===== src/design/csr_cfg.svh =====
/*
 Build-time constants for the CSR endpoint
 CSR_IMPL_LIMIT must equal 4 * CSR_NUM_REGS
*/
`ifndef CSR_CFG_SVH
`define CSR_CFG_SVH

// Bus geometry
`define CSR_ADDR_W 12
`define CSR_DATA_W 32

// Implemented register window, byte addresses below the limit
`define CSR_IMPL_LIMIT 12'h010
`define CSR_NUM_REGS 4

// Fixed value of the ID register
`define CSR_ID_VALUE 32'h5C51_0001

`endif

===== src/design/axil_pkg.sv =====
/*
 AXI-Lite channel payloads and CSR register indices
 Only OKAY is ever produced by the targets
*/
`include "csr_cfg.svh"

package axil_pkg;

   // Response codes, SLVERR kept for completeness
   typedef enum logic [1:0] {
      RESP_OKAY   = 2'b00,
      RESP_SLVERR = 2'b10
   } axil_resp_e;

   // AW and AR share one payload
   typedef struct packed {
      logic [`CSR_ADDR_W-1:0] addr;
   } axil_ax_t;

   typedef struct packed {
      logic [`CSR_DATA_W-1:0]   data;
      logic [`CSR_DATA_W/8-1:0] strb;
   } axil_w_t;

   typedef struct packed {
      axil_resp_e resp;
   } axil_b_t;

   typedef struct packed {
      logic [`CSR_DATA_W-1:0] data;
      axil_resp_e             resp;
   } axil_r_t;

   // Register index, taken from address bits above the byte offset
   localparam int unsigned REG_IDX_W = $clog2(`CSR_NUM_REGS);

   typedef enum logic [REG_IDX_W-1:0] {
      REG_ID,
      REG_SCRATCH0,
      REG_SCRATCH1,
      REG_MISS
   } csr_reg_e;

endpackage


===== src/design/csr_subsystem.sv =====
/*
 AXI-Lite CSR endpoint, one read and one write outstanding
 Unimplemented addresses are counted and answered with OKAY
*/
`timescale 1ns/1ps
`include "csr_cfg.svh"

module csr_subsystem
   import axil_pkg::*;
(
   input  logic     clk,
   input  logic     rst_n,
   input  logic     aw_valid,
   output logic     aw_ready,
   input  axil_ax_t aw_data,
   input  logic     w_valid,
   output logic     w_ready,
   input  axil_w_t  w_data,
   output logic     b_valid,
   input  logic     b_ready,
   output axil_b_t  b_data,
   input  logic     ar_valid,
   output logic     ar_ready,
   input  axil_ax_t ar_data,
   output logic     r_valid,
   input  logic     r_ready,
   output axil_r_t  r_data
);

   // Slice outputs
   logic     sl_aw_valid, sl_aw_ready, sl_w_valid, sl_w_ready, sl_ar_valid, sl_ar_ready;
   axil_ax_t sl_aw_data, sl_ar_data;
   axil_w_t  sl_w_data;

   // Register file channels
   logic     reg_aw_valid, reg_aw_ready, reg_w_valid, reg_w_ready;
   logic     reg_ar_valid, reg_ar_ready, reg_b_valid, reg_b_ready;
   logic     reg_r_valid, reg_r_ready;
   axil_ax_t reg_aw_data, reg_ar_data;
   axil_w_t  reg_w_data;
   axil_b_t  reg_b_data;
   axil_r_t  reg_r_data;

   // Fake responder channels
   logic     fake_aw_valid, fake_aw_ready, fake_w_valid, fake_w_ready;
   logic     fake_ar_valid, fake_ar_ready, fake_b_valid, fake_b_ready;
   logic     fake_r_valid, fake_r_ready;
   axil_ax_t fake_aw_data, fake_ar_data;
   axil_w_t  fake_w_data;
   axil_b_t  fake_b_data;
   axil_r_t  fake_r_data;

   // Miss tracking
   logic [1:0]             miss_inc;
   logic                   miss_clr;
   logic [`CSR_DATA_W-1:0] miss_count;

   // ------------------------------
   // Request slices
   // ------------------------------
   axil_req_slice #(.payload_t(axil_ax_t)) u_aw_slice (
      .clk, .rst_n,
      .in_valid (aw_valid),    .in_ready (aw_ready),    .in_data (aw_data),
      .out_valid(sl_aw_valid), .out_ready(sl_aw_ready), .out_data(sl_aw_data)
   );

   axil_req_slice #(.payload_t(axil_w_t)) u_w_slice (
      .clk, .rst_n,
      .in_valid (w_valid),    .in_ready (w_ready),    .in_data (w_data),
      .out_valid(sl_w_valid), .out_ready(sl_w_ready), .out_data(sl_w_data)
   );

   axil_req_slice #(.payload_t(axil_ax_t)) u_ar_slice (
      .clk, .rst_n,
      .in_valid (ar_valid),    .in_ready (ar_ready),    .in_data (ar_data),
      .out_valid(sl_ar_valid), .out_ready(sl_ar_ready), .out_data(sl_ar_data)
   );

   // ------------------------------
   // Router and targets
   // ------------------------------
   csr_route_fsm u_route (
      .clk, .rst_n,
      .aw_valid(sl_aw_valid), .aw_ready(sl_aw_ready), .aw_data(sl_aw_data),
      .w_valid (sl_w_valid),  .w_ready (sl_w_ready),  .w_data (sl_w_data),
      .ar_valid(sl_ar_valid), .ar_ready(sl_ar_ready), .ar_data(sl_ar_data),
      .b_valid, .b_ready, .b_data, .r_valid, .r_ready, .r_data,
      .reg_aw_valid, .reg_aw_ready, .reg_aw_data,
      .reg_w_valid, .reg_w_ready, .reg_w_data,
      .reg_ar_valid, .reg_ar_ready, .reg_ar_data,
      .reg_b_valid, .reg_b_ready, .reg_b_data,
      .reg_r_valid, .reg_r_ready, .reg_r_data,
      .fake_aw_valid, .fake_aw_ready, .fake_aw_data,
      .fake_w_valid, .fake_w_ready, .fake_w_data,
      .fake_ar_valid, .fake_ar_ready, .fake_ar_data,
      .fake_b_valid, .fake_b_ready, .fake_b_data,
      .fake_r_valid, .fake_r_ready, .fake_r_data,
      .miss_inc
   );

   csr_regfile u_regfile (
      .clk, .rst_n,
      .aw_valid(reg_aw_valid), .aw_ready(reg_aw_ready), .aw_data(reg_aw_data),
      .w_valid (reg_w_valid),  .w_ready (reg_w_ready),  .w_data (reg_w_data),
      .b_valid (reg_b_valid),  .b_ready (reg_b_ready),  .b_data (reg_b_data),
      .ar_valid(reg_ar_valid), .ar_ready(reg_ar_ready), .ar_data(reg_ar_data),
      .r_valid (reg_r_valid),  .r_ready (reg_r_ready),  .r_data (reg_r_data),
      .miss_count, .miss_clr
   );

   fake_responder u_fake (
      .clk, .rst_n,
      .aw_valid(fake_aw_valid), .aw_ready(fake_aw_ready), .aw_data(fake_aw_data),
      .w_valid (fake_w_valid),  .w_ready (fake_w_ready),  .w_data (fake_w_data),
      .b_valid (fake_b_valid),  .b_ready (fake_b_ready),  .b_data (fake_b_data),
      .ar_valid(fake_ar_valid), .ar_ready(fake_ar_ready), .ar_data(fake_ar_data),
      .r_valid (fake_r_valid),  .r_ready (fake_r_ready),  .r_data (fake_r_data)
   );

   miss_counter u_miss (
      .clk, .rst_n,
      .miss_inc,
      .clr  (miss_clr),
      .count(miss_count)
   );

endmodule


===== src/design/miss_counter.sv =====
/*
 Saturating count of fake responder accesses
 Clear wins over an increment in the same cycle
*/
`timescale 1ns/1ps
`include "csr_cfg.svh"

module miss_counter (
   input  logic                   clk,
   input  logic                   rst_n,
   input  logic [1:0]             miss_inc,
   input  logic                   clr,
   output logic [`CSR_DATA_W-1:0] count
);

   // One extra bit catches the wrap
   logic [`CSR_DATA_W:0] sum;

   assign sum = {1'b0, count} + miss_inc[0] + miss_inc[1];

   always_ff @(posedge clk) begin
      if (!rst_n) begin
         count <= '0;
      end else if (clr) begin
         count <= '0;
      end else if (sum[`CSR_DATA_W]) begin
         count <= '1;
      end else begin
         count <= sum[`CSR_DATA_W-1:0];
      end
   end

   // Monotonic between clears
   a_no_decrease: assert property (@(posedge clk) disable iff (!rst_n)
      !clr |=> count >= $past(count));

endmodule


===== src/design/fake_responder.sv =====
/*
 Target for addresses past the implemented window
 Reads return zero and every response is OKAY
 Upstream must issue only legal requests since nothing is checked
*/
`timescale 1ns/1ps

module fake_responder
   import axil_pkg::*;
(
   input  logic     clk,
   input  logic     rst_n,
   input  logic     aw_valid,
   output logic     aw_ready,
   input  axil_ax_t aw_data,
   input  logic     w_valid,
   output logic     w_ready,
   input  axil_w_t  w_data,
   output logic     b_valid,
   input  logic     b_ready,
   output axil_b_t  b_data,
   input  logic     ar_valid,
   output logic     ar_ready,
   input  axil_ax_t ar_data,
   output logic     r_valid,
   input  logic     r_ready,
   output axil_r_t  r_data
);

   // Fixed response payloads since address and data are ignored
   assign r_data = '{data: '0, resp: RESP_OKAY};
   assign b_data = '{resp: RESP_OKAY};

   // ------------------------------
   // Read channel
   // ------------------------------
   // Ready low in the first cycle after reset
   always_ff @(posedge clk) begin
      if (!rst_n) begin
         ar_ready <= 1'b0;
         r_valid  <= 1'b0;
      end else if (ar_valid && ar_ready) begin
         // Busy until the response is taken
         ar_ready <= 1'b0;
         r_valid  <= 1'b1;
      end else if (r_valid && r_ready) begin
         r_valid  <= 1'b0;
         ar_ready <= 1'b1;
      end else if (!r_valid) begin
         ar_ready <= 1'b1;
      end
   end

   // ------------------------------
   // Write channels
   // ------------------------------
   // W opens only once the address is in
   always_ff @(posedge clk) begin
      if (!rst_n) begin
         aw_ready <= 1'b0;
         w_ready  <= 1'b0;
         b_valid  <= 1'b0;
      end else if (aw_valid && aw_ready) begin
         aw_ready <= 1'b0;
         w_ready  <= 1'b1;
      end else if (w_valid && w_ready) begin
         // Response follows the data accept
         w_ready  <= 1'b0;
         b_valid  <= 1'b1;
      end else if (b_valid && b_ready) begin
         b_valid  <= 1'b0;
         aw_ready <= 1'b1;
      end else if (!w_ready && !b_valid) begin
         aw_ready <= 1'b1;
      end
   end

   // Neither direction takes a request while its response is pending
   a_no_overlap: assert property (@(posedge clk) disable iff (!rst_n)
      !(r_valid && ar_ready) && !(b_valid && (aw_ready || w_ready)));

endmodule


===== src/design/csr_regfile.sv =====
/*
 ID, two scratch registers and the miss counter view
 Address bits 3:2 select the register, strobes apply to scratch only
*/
`timescale 1ns/1ps
`include "csr_cfg.svh"

module csr_regfile
   import axil_pkg::*;
(
   input  logic                   clk,
   input  logic                   rst_n,
   input  logic                   aw_valid,
   output logic                   aw_ready,
   input  axil_ax_t               aw_data,
   input  logic                   w_valid,
   output logic                   w_ready,
   input  axil_w_t                w_data,
   output logic                   b_valid,
   input  logic                   b_ready,
   output axil_b_t                b_data,
   input  logic                   ar_valid,
   output logic                   ar_ready,
   input  axil_ax_t               ar_data,
   output logic                   r_valid,
   input  logic                   r_ready,
   output axil_r_t                r_data,
   input  logic [`CSR_DATA_W-1:0] miss_count,
   output logic                   miss_clr
);

   logic [`CSR_DATA_W-1:0] rdata;
   logic [`CSR_DATA_W-1:0] scratch0;
   logic [`CSR_DATA_W-1:0] scratch1;
   logic [`CSR_ADDR_W-1:0] waddr;
   csr_reg_e               rd_sel;
   csr_reg_e               wr_sel;

   // Byte-strobed merge of new data into a stored word
   function automatic logic [`CSR_DATA_W-1:0] merge(
      input logic [`CSR_DATA_W-1:0]   old,
      input logic [`CSR_DATA_W-1:0]   data,
      input logic [`CSR_DATA_W/8-1:0] strb
   );
      logic [`CSR_DATA_W-1:0] res;
      res = old;
      for (int i = 0; i < `CSR_DATA_W/8; i++) begin
         if (strb[i]) begin
            res[8*i +: 8] = data[8*i +: 8];
         end
      end
      return res;
   endfunction

   assign rd_sel = csr_reg_e'(ar_data.addr[REG_IDX_W+1:2]);
   assign wr_sel = csr_reg_e'(waddr[REG_IDX_W+1:2]);
   assign r_data = '{data: rdata, resp: RESP_OKAY};
   assign b_data = '{resp: RESP_OKAY};

   // ------------------------------
   // Read channel
   // ------------------------------
   always_ff @(posedge clk) begin
      if (!rst_n) begin
         ar_ready <= 1'b0;
         r_valid  <= 1'b0;
      end else if (ar_valid && ar_ready) begin
         ar_ready <= 1'b0;
         r_valid  <= 1'b1;
      end else if (r_valid && r_ready) begin
         r_valid  <= 1'b0;
         ar_ready <= 1'b1;
      end else if (!r_valid) begin
         ar_ready <= 1'b1;
      end
   end

   // Captured at accept, miss count is a snapshot
   always_ff @(posedge clk) begin
      if (ar_valid && ar_ready) begin
         case (rd_sel)
            REG_ID:       rdata <= `CSR_ID_VALUE;
            REG_SCRATCH0: rdata <= scratch0;
            REG_SCRATCH1: rdata <= scratch1;
            default:      rdata <= miss_count;
         endcase
      end
   end

   // ------------------------------
   // Write channels
   // ------------------------------
   // Data is taken only after the address, response on the next cycle
   always_ff @(posedge clk) begin
      if (!rst_n) begin
         aw_ready <= 1'b0;
         w_ready  <= 1'b0;
         b_valid  <= 1'b0;
      end else if (aw_valid && aw_ready) begin
         aw_ready <= 1'b0;
         w_ready  <= 1'b1;
      end else if (w_valid && w_ready) begin
         w_ready  <= 1'b0;
         b_valid  <= 1'b1;
      end else if (b_valid && b_ready) begin
         b_valid  <= 1'b0;
         aw_ready <= 1'b1;
      end else if (!w_ready && !b_valid) begin
         aw_ready <= 1'b1;
      end
   end

   always_ff @(posedge clk) begin
      if (aw_valid && aw_ready) begin
         waddr <= aw_data.addr;
      end
   end

   // Register updates, ID is read only
   always_ff @(posedge clk) begin
      if (!rst_n) begin
         scratch0 <= '0;
         scratch1 <= '0;
         miss_clr <= 1'b0;
      end else begin
         miss_clr <= w_valid && w_ready && (wr_sel == REG_MISS);
         if (w_valid && w_ready && wr_sel == REG_SCRATCH0) begin
            scratch0 <= merge(scratch0, w_data.data, w_data.strb);
         end
         if (w_valid && w_ready && wr_sel == REG_SCRATCH1) begin
            scratch1 <= merge(scratch1, w_data.data, w_data.strb);
         end
      end
   end

endmodule


===== src/design/csr_route_fsm.sv =====
/*
 Steers each request to the register file or the fake responder
 One read and one write in flight with the target chosen by address
 miss_inc bit 0 is the read side, bit 1 the write side
*/
`timescale 1ns/1ps
`include "csr_cfg.svh"

module csr_route_fsm
   import axil_pkg::*;
(
   input  logic     clk,
   input  logic     rst_n,
   // Slice side
   input  logic     aw_valid,
   output logic     aw_ready,
   input  axil_ax_t aw_data,
   input  logic     w_valid,
   output logic     w_ready,
   input  axil_w_t  w_data,
   input  logic     ar_valid,
   output logic     ar_ready,
   input  axil_ax_t ar_data,
   // Host responses
   output logic     b_valid,
   input  logic     b_ready,
   output axil_b_t  b_data,
   output logic     r_valid,
   input  logic     r_ready,
   output axil_r_t  r_data,
   // Register file
   output logic     reg_aw_valid,
   input  logic     reg_aw_ready,
   output axil_ax_t reg_aw_data,
   output logic     reg_w_valid,
   input  logic     reg_w_ready,
   output axil_w_t  reg_w_data,
   output logic     reg_ar_valid,
   input  logic     reg_ar_ready,
   output axil_ax_t reg_ar_data,
   input  logic     reg_b_valid,
   output logic     reg_b_ready,
   input  axil_b_t  reg_b_data,
   input  logic     reg_r_valid,
   output logic     reg_r_ready,
   input  axil_r_t  reg_r_data,
   // Fake responder
   output logic     fake_aw_valid,
   input  logic     fake_aw_ready,
   output axil_ax_t fake_aw_data,
   output logic     fake_w_valid,
   input  logic     fake_w_ready,
   output axil_w_t  fake_w_data,
   output logic     fake_ar_valid,
   input  logic     fake_ar_ready,
   output axil_ax_t fake_ar_data,
   input  logic     fake_b_valid,
   output logic     fake_b_ready,
   input  axil_b_t  fake_b_data,
   input  logic     fake_r_valid,
   output logic     fake_r_ready,
   input  axil_r_t  fake_r_data,
   output logic [1:0] miss_inc
);

   typedef enum logic [1:0] {
      ST_IDLE,
      ST_FWD,
      ST_RESP
   } route_st_e;

   route_st_e rd_state;
   route_st_e wr_state;
   logic      rd_fake;
   logic      wr_fake;
   axil_ax_t  rd_req;
   axil_ax_t  wr_req;
   axil_w_t   wr_dat;
   logic      aw_mark;
   logic      w_mark;
   logic      fwd_aw;
   logic      fwd_w;
   logic      aw_done;
   logic      w_done;

   // ------------------------------
   // Read direction
   // ------------------------------
   assign ar_ready      = (rd_state == ST_IDLE);
   assign reg_ar_valid  = (rd_state == ST_FWD) && !rd_fake;
   assign fake_ar_valid = (rd_state == ST_FWD) && rd_fake;
   assign reg_ar_data   = rd_req;
   assign fake_ar_data  = rd_req;

   // Response path from the selected target only
   assign r_valid      = (rd_state == ST_RESP) && (rd_fake ? fake_r_valid : reg_r_valid);
   assign r_data       = rd_fake ? fake_r_data : reg_r_data;
   assign reg_r_ready  = (rd_state == ST_RESP) && !rd_fake && r_ready;
   assign fake_r_ready = (rd_state == ST_RESP) && rd_fake && r_ready;

   always_ff @(posedge clk) begin
      if (!rst_n) begin
         rd_state <= ST_IDLE;
         rd_fake  <= 1'b0;
      end else begin
         case (rd_state)
            ST_IDLE: begin
               if (ar_valid) begin
                  rd_state <= ST_FWD;
                  rd_fake  <= (ar_data.addr >= `CSR_IMPL_LIMIT);
               end
            end
            ST_FWD: begin
               if (reg_ar_valid && reg_ar_ready || fake_ar_valid && fake_ar_ready) begin
                  rd_state <= ST_RESP;
               end
            end
            ST_RESP: begin
               if (r_valid && r_ready) begin
                  rd_state <= ST_IDLE;
               end
            end
            default: rd_state <= ST_IDLE;
         endcase
      end
   end

   always_ff @(posedge clk) begin
      if (ar_valid && ar_ready) begin
         rd_req <= ar_data;
      end
   end

   // ------------------------------
   // Write direction
   // ------------------------------
   // Mark set once a channel is done in the current phase
   // In IDLE the slice handed it over and in FWD the target took it
   assign aw_ready = (wr_state == ST_IDLE) && !aw_mark;
   assign w_ready  = (wr_state == ST_IDLE) && !w_mark;
   assign fwd_aw   = (wr_state == ST_FWD) && !aw_mark;
   assign fwd_w    = (wr_state == ST_FWD) && !w_mark;

   assign reg_aw_valid  = fwd_aw && !wr_fake;
   assign fake_aw_valid = fwd_aw && wr_fake;
   assign reg_w_valid   = fwd_w && !wr_fake;
   assign fake_w_valid  = fwd_w && wr_fake;
   assign reg_aw_data   = wr_req;
   assign fake_aw_data  = wr_req;
   assign reg_w_data    = wr_dat;
   assign fake_w_data   = wr_dat;

   // Channel finished in this phase earlier or on this edge
   assign aw_done = aw_mark || (aw_valid && aw_ready)
                  || (fwd_aw && (wr_fake ? fake_aw_ready : reg_aw_ready));
   assign w_done  = w_mark || (w_valid && w_ready)
                  || (fwd_w && (wr_fake ? fake_w_ready : reg_w_ready));

   assign b_valid      = (wr_state == ST_RESP) && (wr_fake ? fake_b_valid : reg_b_valid);
   assign b_data       = wr_fake ? fake_b_data : reg_b_data;
   assign reg_b_ready  = (wr_state == ST_RESP) && !wr_fake && b_ready;
   assign fake_b_ready = (wr_state == ST_RESP) && wr_fake && b_ready;

   always_ff @(posedge clk) begin
      if (!rst_n) begin
         wr_state <= ST_IDLE;
         wr_fake  <= 1'b0;
         aw_mark  <= 1'b0;
         w_mark   <= 1'b0;
      end else begin
         // Target is decided when the address is taken
         if (aw_valid && aw_ready) begin
            wr_fake <= (aw_data.addr >= `CSR_IMPL_LIMIT);
         end
         case (wr_state)
            ST_IDLE, ST_FWD: begin
               if (aw_done && w_done) begin
                  wr_state <= (wr_state == ST_IDLE) ? ST_FWD : ST_RESP;
                  aw_mark  <= 1'b0;
                  w_mark   <= 1'b0;
               end else begin
                  aw_mark <= aw_done;
                  w_mark  <= w_done;
               end
            end
            ST_RESP: begin
               if (b_valid && b_ready) begin
                  wr_state <= ST_IDLE;
               end
            end
            default: wr_state <= ST_IDLE;
         endcase
      end
   end

   always_ff @(posedge clk) begin
      if (aw_valid && aw_ready) begin
         wr_req <= aw_data;
      end
      if (w_valid && w_ready) begin
         wr_dat <= w_data;
      end
   end

   // One pulse per request handed to the fake responder
   assign miss_inc[0] = fake_ar_valid && fake_ar_ready;
   assign miss_inc[1] = fake_aw_valid && fake_aw_ready;

   // Selected target agrees with the held address outside IDLE
   a_rd_one_target: assert property (@(posedge clk) disable iff (!rst_n)
      rd_state != ST_IDLE |-> rd_fake == (rd_req.addr >= `CSR_IMPL_LIMIT));
   a_wr_one_target: assert property (@(posedge clk) disable iff (!rst_n)
      wr_state != ST_IDLE |-> wr_fake == (wr_req.addr >= `CSR_IMPL_LIMIT));

   // Unselected target never holds a response
   a_rd_no_stray: assert property (@(posedge clk) disable iff (!rst_n)
      !(rd_fake ? reg_r_valid : fake_r_valid));
   a_wr_no_stray: assert property (@(posedge clk) disable iff (!rst_n)
      !(wr_fake ? reg_b_valid : fake_b_valid));

endmodule


===== src/design/axil_req_slice.sv =====
/*
 One-entry request buffer, ready is registered
 Throughput is one transfer every two cycles
*/
`timescale 1ns/1ps

module axil_req_slice
   import axil_pkg::*;
#(
   parameter type payload_t = axil_ax_t
) (
   input  logic     clk,
   input  logic     rst_n,
   input  logic     in_valid,
   output logic     in_ready,
   input  payload_t in_data,
   output logic     out_valid,
   input  logic     out_ready,
   output payload_t out_data
);

   logic     full;
   payload_t entry;

   assign out_valid = full;
   assign out_data  = entry;

   // Ready stays low in reset and while the entry is occupied
   always_ff @(posedge clk) begin
      if (!rst_n) begin
         full     <= 1'b0;
         in_ready <= 1'b0;
      end else if (in_valid && in_ready) begin
         full     <= 1'b1;
         in_ready <= 1'b0;
      end else if (out_valid && out_ready) begin
         full     <= 1'b0;
         in_ready <= 1'b1;
      end else begin
         in_ready <= !full;
      end
   end

   always_ff @(posedge clk) begin
      if (in_valid && in_ready) begin
         entry <= in_data;
      end
   end

   // Held entry must not change until the router takes it
   a_hold_stable: assert property (@(posedge clk) disable iff (!rst_n)
      out_valid && !out_ready |=> $stable(out_data));

endmodule


===== config.mk =====
export PLATFORM = sky130hd
export DESIGN_NAME = csr_subsystem
export DESIGN_NICKNAME = d
export VERILOG_FILES = /design/src/design/axil_pkg.sv /design/src/design/csr_subsystem.sv /design/src/design/miss_counter.sv /design/src/design/fake_responder.sv /design/src/design/csr_regfile.sv /design/src/design/csr_route_fsm.sv /design/src/design/axil_req_slice.sv
export VERILOG_INCLUDE_DIRS = /design/src /design/src/design
export SDC_FILE = /design/constraint.sdc
export NUM_CORES = 1
export LEC_CHECK = 0
export ABC_AREA = 0
export ABC_CLOCK_PERIOD_IN_PS = 5600
export BUFFER_PORTS_ARGS = -buffer_cell sky130_fd_sc_hd__clkbuf_2
export CORE_MARGIN = 2
export CORE_UTILIZATION = 58
export CTS_CLUSTER_SIZE = 16
export DETAILED_ROUTE_END_ITERATION = 8
export GPL_TIMING_DRIVEN = 0
export PLACE_DENSITY = 0.76
export SYNTH_ARGS = -nofsm -noshare
export SYNTH_HDL_FRONTEND = slang
export SYNTH_SLANG_ARGS = --single-unit

===== constraint.sdc =====
create_clock -name clk -period 5.6 [get_ports clk]
set_input_delay 1.12 -clock clk [delete_from_list [all_inputs] [get_ports clk]]
set_output_delay 1.12 -clock clk [all_outputs]
set_load 0.01 [all_outputs]

==> flow_summary_export.csv <==
group,metric,value,unit
critical_path,critPathMaxFanout,10,
min_path,hold_class,"reg2reg",
floorplan,die_h,134.4,um
finish,layout-drive-gt1-share,0.2044,
place,dpl.hpwl,14310,um
floorplan,die-width,134.4,um
cts,clk_path_buf_depth,3,
finish,synthToLayoutAreaGrowth,16.84,%
cts,cts.htree.levels,1,
power,p_total,3.760,mW
floorplan,rows,47,
synthesis,async_reset_ff_frac,0,
critical_path,critPathRequiredTime,6.04,ns
run,maxCapViolCount,0,
synthesis,synth_edf_count,130,
sta,setup_ws,2.283,ns
critical_path,crit_path_cell_trace,"buf_4 -> nor2b_1 -> nand4b_1 -> fa_1 -> inv_1 -> ha_1 -> and4_1 -> nand2_1 -> nor3_1 -> nand2_1 -> clkbuf_1 -> a21oi_1",
synthesis,post_synth_num_cell_types,55,
sta,timing.slew.headroom,0.4730,
detailed_routing,firstDrtPassIters,6,
sta,post-route-min-period,3.317,ns
global_route,grt_pass1_vias,6117,
synthesis,ys_seq_elements,251,
floorplan,core-area,16580,um^2
cts,insertion_delay,0.52,ns
critical_path,crit_start,"u_route.wr_state[0]",
synthesis,yosys_warnings,0,
cts,cts-root-buf,"clkbuf_16",
synthesis,netlist_area,9858,um^2
detailed_routing,drc,0,
finish,utilization,0.6946,
sta,max_freq,301.5,MHz
critical_path,start_kind,"register",
detailed_routing,first_iter_violations,774,
cts,cts_buffers,25,
sta,slew_viol_final,0,
detailed_routing,via_per_inst,5.478,
place,detailedPlace.worstSlack,2.385,ns
finish,nNetsFinal,1053,
critical_path,end_kind,"register",
cts,tritoncts,"done",
detailed_routing,wl_per_cell,16.00,um
synthesis,yosysSeqAreaShare,0.6417,
cts,cts-resized-gates,0,
critical_path,crit_top_cell,"nand2_1",
critical_path,r2r-start,"u_route.wr_state[0]",
sta,fin_skew,0.007360,ns
critical_path,critPathBufInv,3,
finish,diodes,0,
floorplan,die_area,18060,um^2
floorplan,ios,108,
detailed_routing,drt_wl_total,19570,um
cts,holdBufCountCts,0,
place,io_buffers,99,
cts,path_clk_slew,0.06,ns
sta,setup_viol,0,
detailed_routing,vias,6699,
global_route,antenna_found_initial,0,
cts,clkSinkCount,251,
sta,hold-worst-slack,0.4135,ns
sta,min_period_over_period,0.5923,
cts,post_cts.repair.setup_buffers,0,
critical_path,arrival,3.76,ns
global_route,track_usage,0.2200,
sta,rsz0062_at_grt,"no",
critical_path,slowest_delay,0.49,ns
critical_path,critPathTopFamily,"simple AND/OR/NAND/NOR gates",
finish,final_common_cell,"edfxtp_1",
synthesis,synth_cells,849,
synthesis,postSynthAreaPerCell,11.61,um^2
synthesis,synth_ff_type,"edfxtp_1",
global_route,grt_start_max_net_pins,38,
place,gp_congestion,0.8866,
finish,design_area,11520,um^2
outcome,status,"complete, no violations",
floorplan,start_util,0.5945,
place,place_area,10700,um^2
critical_path,cp_slowest_cell,"fa_1",
critical_path,crit_type,"reg2reg",
power,vdd_drop_max,0.0003743,V
sta,hold_viol_final,0,
min_path,hold_start,"u_aw_slice.out_data[2]",
sta,tightest_slew,0.7795,ns
global_route,grt_overflow,0,
detailed_routing,drtAntennaViolNets,0,
power,p_leak,4.129,nW
finish,final_cell_mix,"edfxtp_1, dfxtp_1, a21oi_1",
power,power.density,326.4,nW/um^2
global_route,grt_pass1_wl,31600,um
[final timing paths]
| check | end | slack (ns) | depth (start not counted) |
|---|---|---|---|
| worst max-delay path | u_miss.count[8] | 2.28 | 12 |
| worst min-delay path | u_route.fake_aw_data[2] | 0.41 | 0 |
| worst max register to register | u_miss.count[8] | 2.28 | 12 |
| worst min register to register | u_route.fake_aw_data[2] | 0.41 | 0 |
[cell families after synthesis]
logic type / synth area share
XOR/XNOR: 0.01955
AND/OR/NAND/NOR: 0.1660
multiplexers: 0.04176
adder cells (fa/ha/maj): 0.003300
buffers and inverters: 0.03046
other: 0.0003804
flip-flops: 0.6417
AO/OA/AOI/OAI: 0.09684
[power breakdown]
| part | leakage, nW | internal (mW) | switching, mW | total (mW) |
|---|---|---|---|---|
| registers | 2.19 | 1.98 | 0.0181 | 2.00 |
| clock network | 0.407 | 0.950 | 0.676 | 1.63 |
| logic | 1.53 | 0.0530 | 0.0853 | 0.138 |
| total | 4.13 | 2.98 | 0.779 | 3.76 |
[synthesized netlist by cell type (6+ instances only)]
cell | n | area, um^2
nor2b_1 | 37 | 231.5
xnor2_1 | 16 | 140.1
mux2i_1 | 13 | 130.1
and2_1 | 8 | 50.05
dfxtp_1 | 121 | 2422
nand2b_1 | 11 | 68.82
buf_2 | 9 | 45.04
a22o_1 | 24 | 210.2
nor3_1 | 13 | 65.06
edfxtp_1 | 130 | 3904
buf_4 | 6 | 45.04
o21ai_0 | 11 | 55.05
nand3_1 | 75 | 375.4
nor4_1 | 9 | 56.30
nand2_1 | 94 | 352.8
nor2_1 | 20 | 75.07
a21oi_1 | 110 | 550.5
clkbuf_1 | 33 | 123.9
mux2_2 | 25 | 281.5
xor2_1 | 6 | 52.55
a31oi_1 | 7 | 43.79
inv_1 | 11 | 41.29
[cell type report]
type | count | area [um^2]
clock buffer | 33 | 716.9
fill | 1221 | 5065
inverter | 12 | 45.04
timing repair buffer | 105 | 544.3
tap | 220 | 275.3
multi-input combinational | 536 | 3256
clock inverter | 13 | 100.1
buffer | 53 | 255.2
sequential | 251 | 6326
[routing by layer]
metal / up-vias / track usage / share of wire
met1: 3083 / 0.3387 / 0.48
met3: 20 / 0.02834 / 0.064
met5: - / 0 / 0
met4: 0 / 0.06257 / 0.014
li1: 3346 / - / -
met2: 250 / 0.3294 / 0.44
[worst reg2reg max path: stages (launching register included)]
cell      delay (ns)
dfxtp_1         0.32
buf_4           0.16
nor2b_1         0.32
nand4b_1        0.30
fa_1            0.49
inv_1           0.09
ha_1            0.21
and4_1          0.34
nand2_1         0.08
nor3_1          0.15
nand2_1         0.26
clkbuf_1        0.32
a21oi_1         0.21
[through the flow]
step / TNS (ns) / std cells
after floorplan: 0 / 852
after CTS: 0 / 1223
after global routing: 0 / 1223
after global placement: -21.17 / 1171
final: 0 / 1223
after detailed placement: 0 / 1177
[registers in the layout (all words and copies together) (netlist names), 2 cells and up]
name	flops
u_route.fake_w_data	36
u_w_slice.out_data	36
u_miss.count	32
u_regfile.rdata	32
u_regfile.scratch0	32
u_regfile.scratch1	32
u_ar_slice.out_data	10
u_aw_slice.out_data	10
u_regfile.waddr	2
u_route.fake_ar_data	2
u_route.fake_aw_data	2
u_route.rd_state	2
u_route.wr_state	2
No activity file was read; power rests on OpenSTA's default activity.
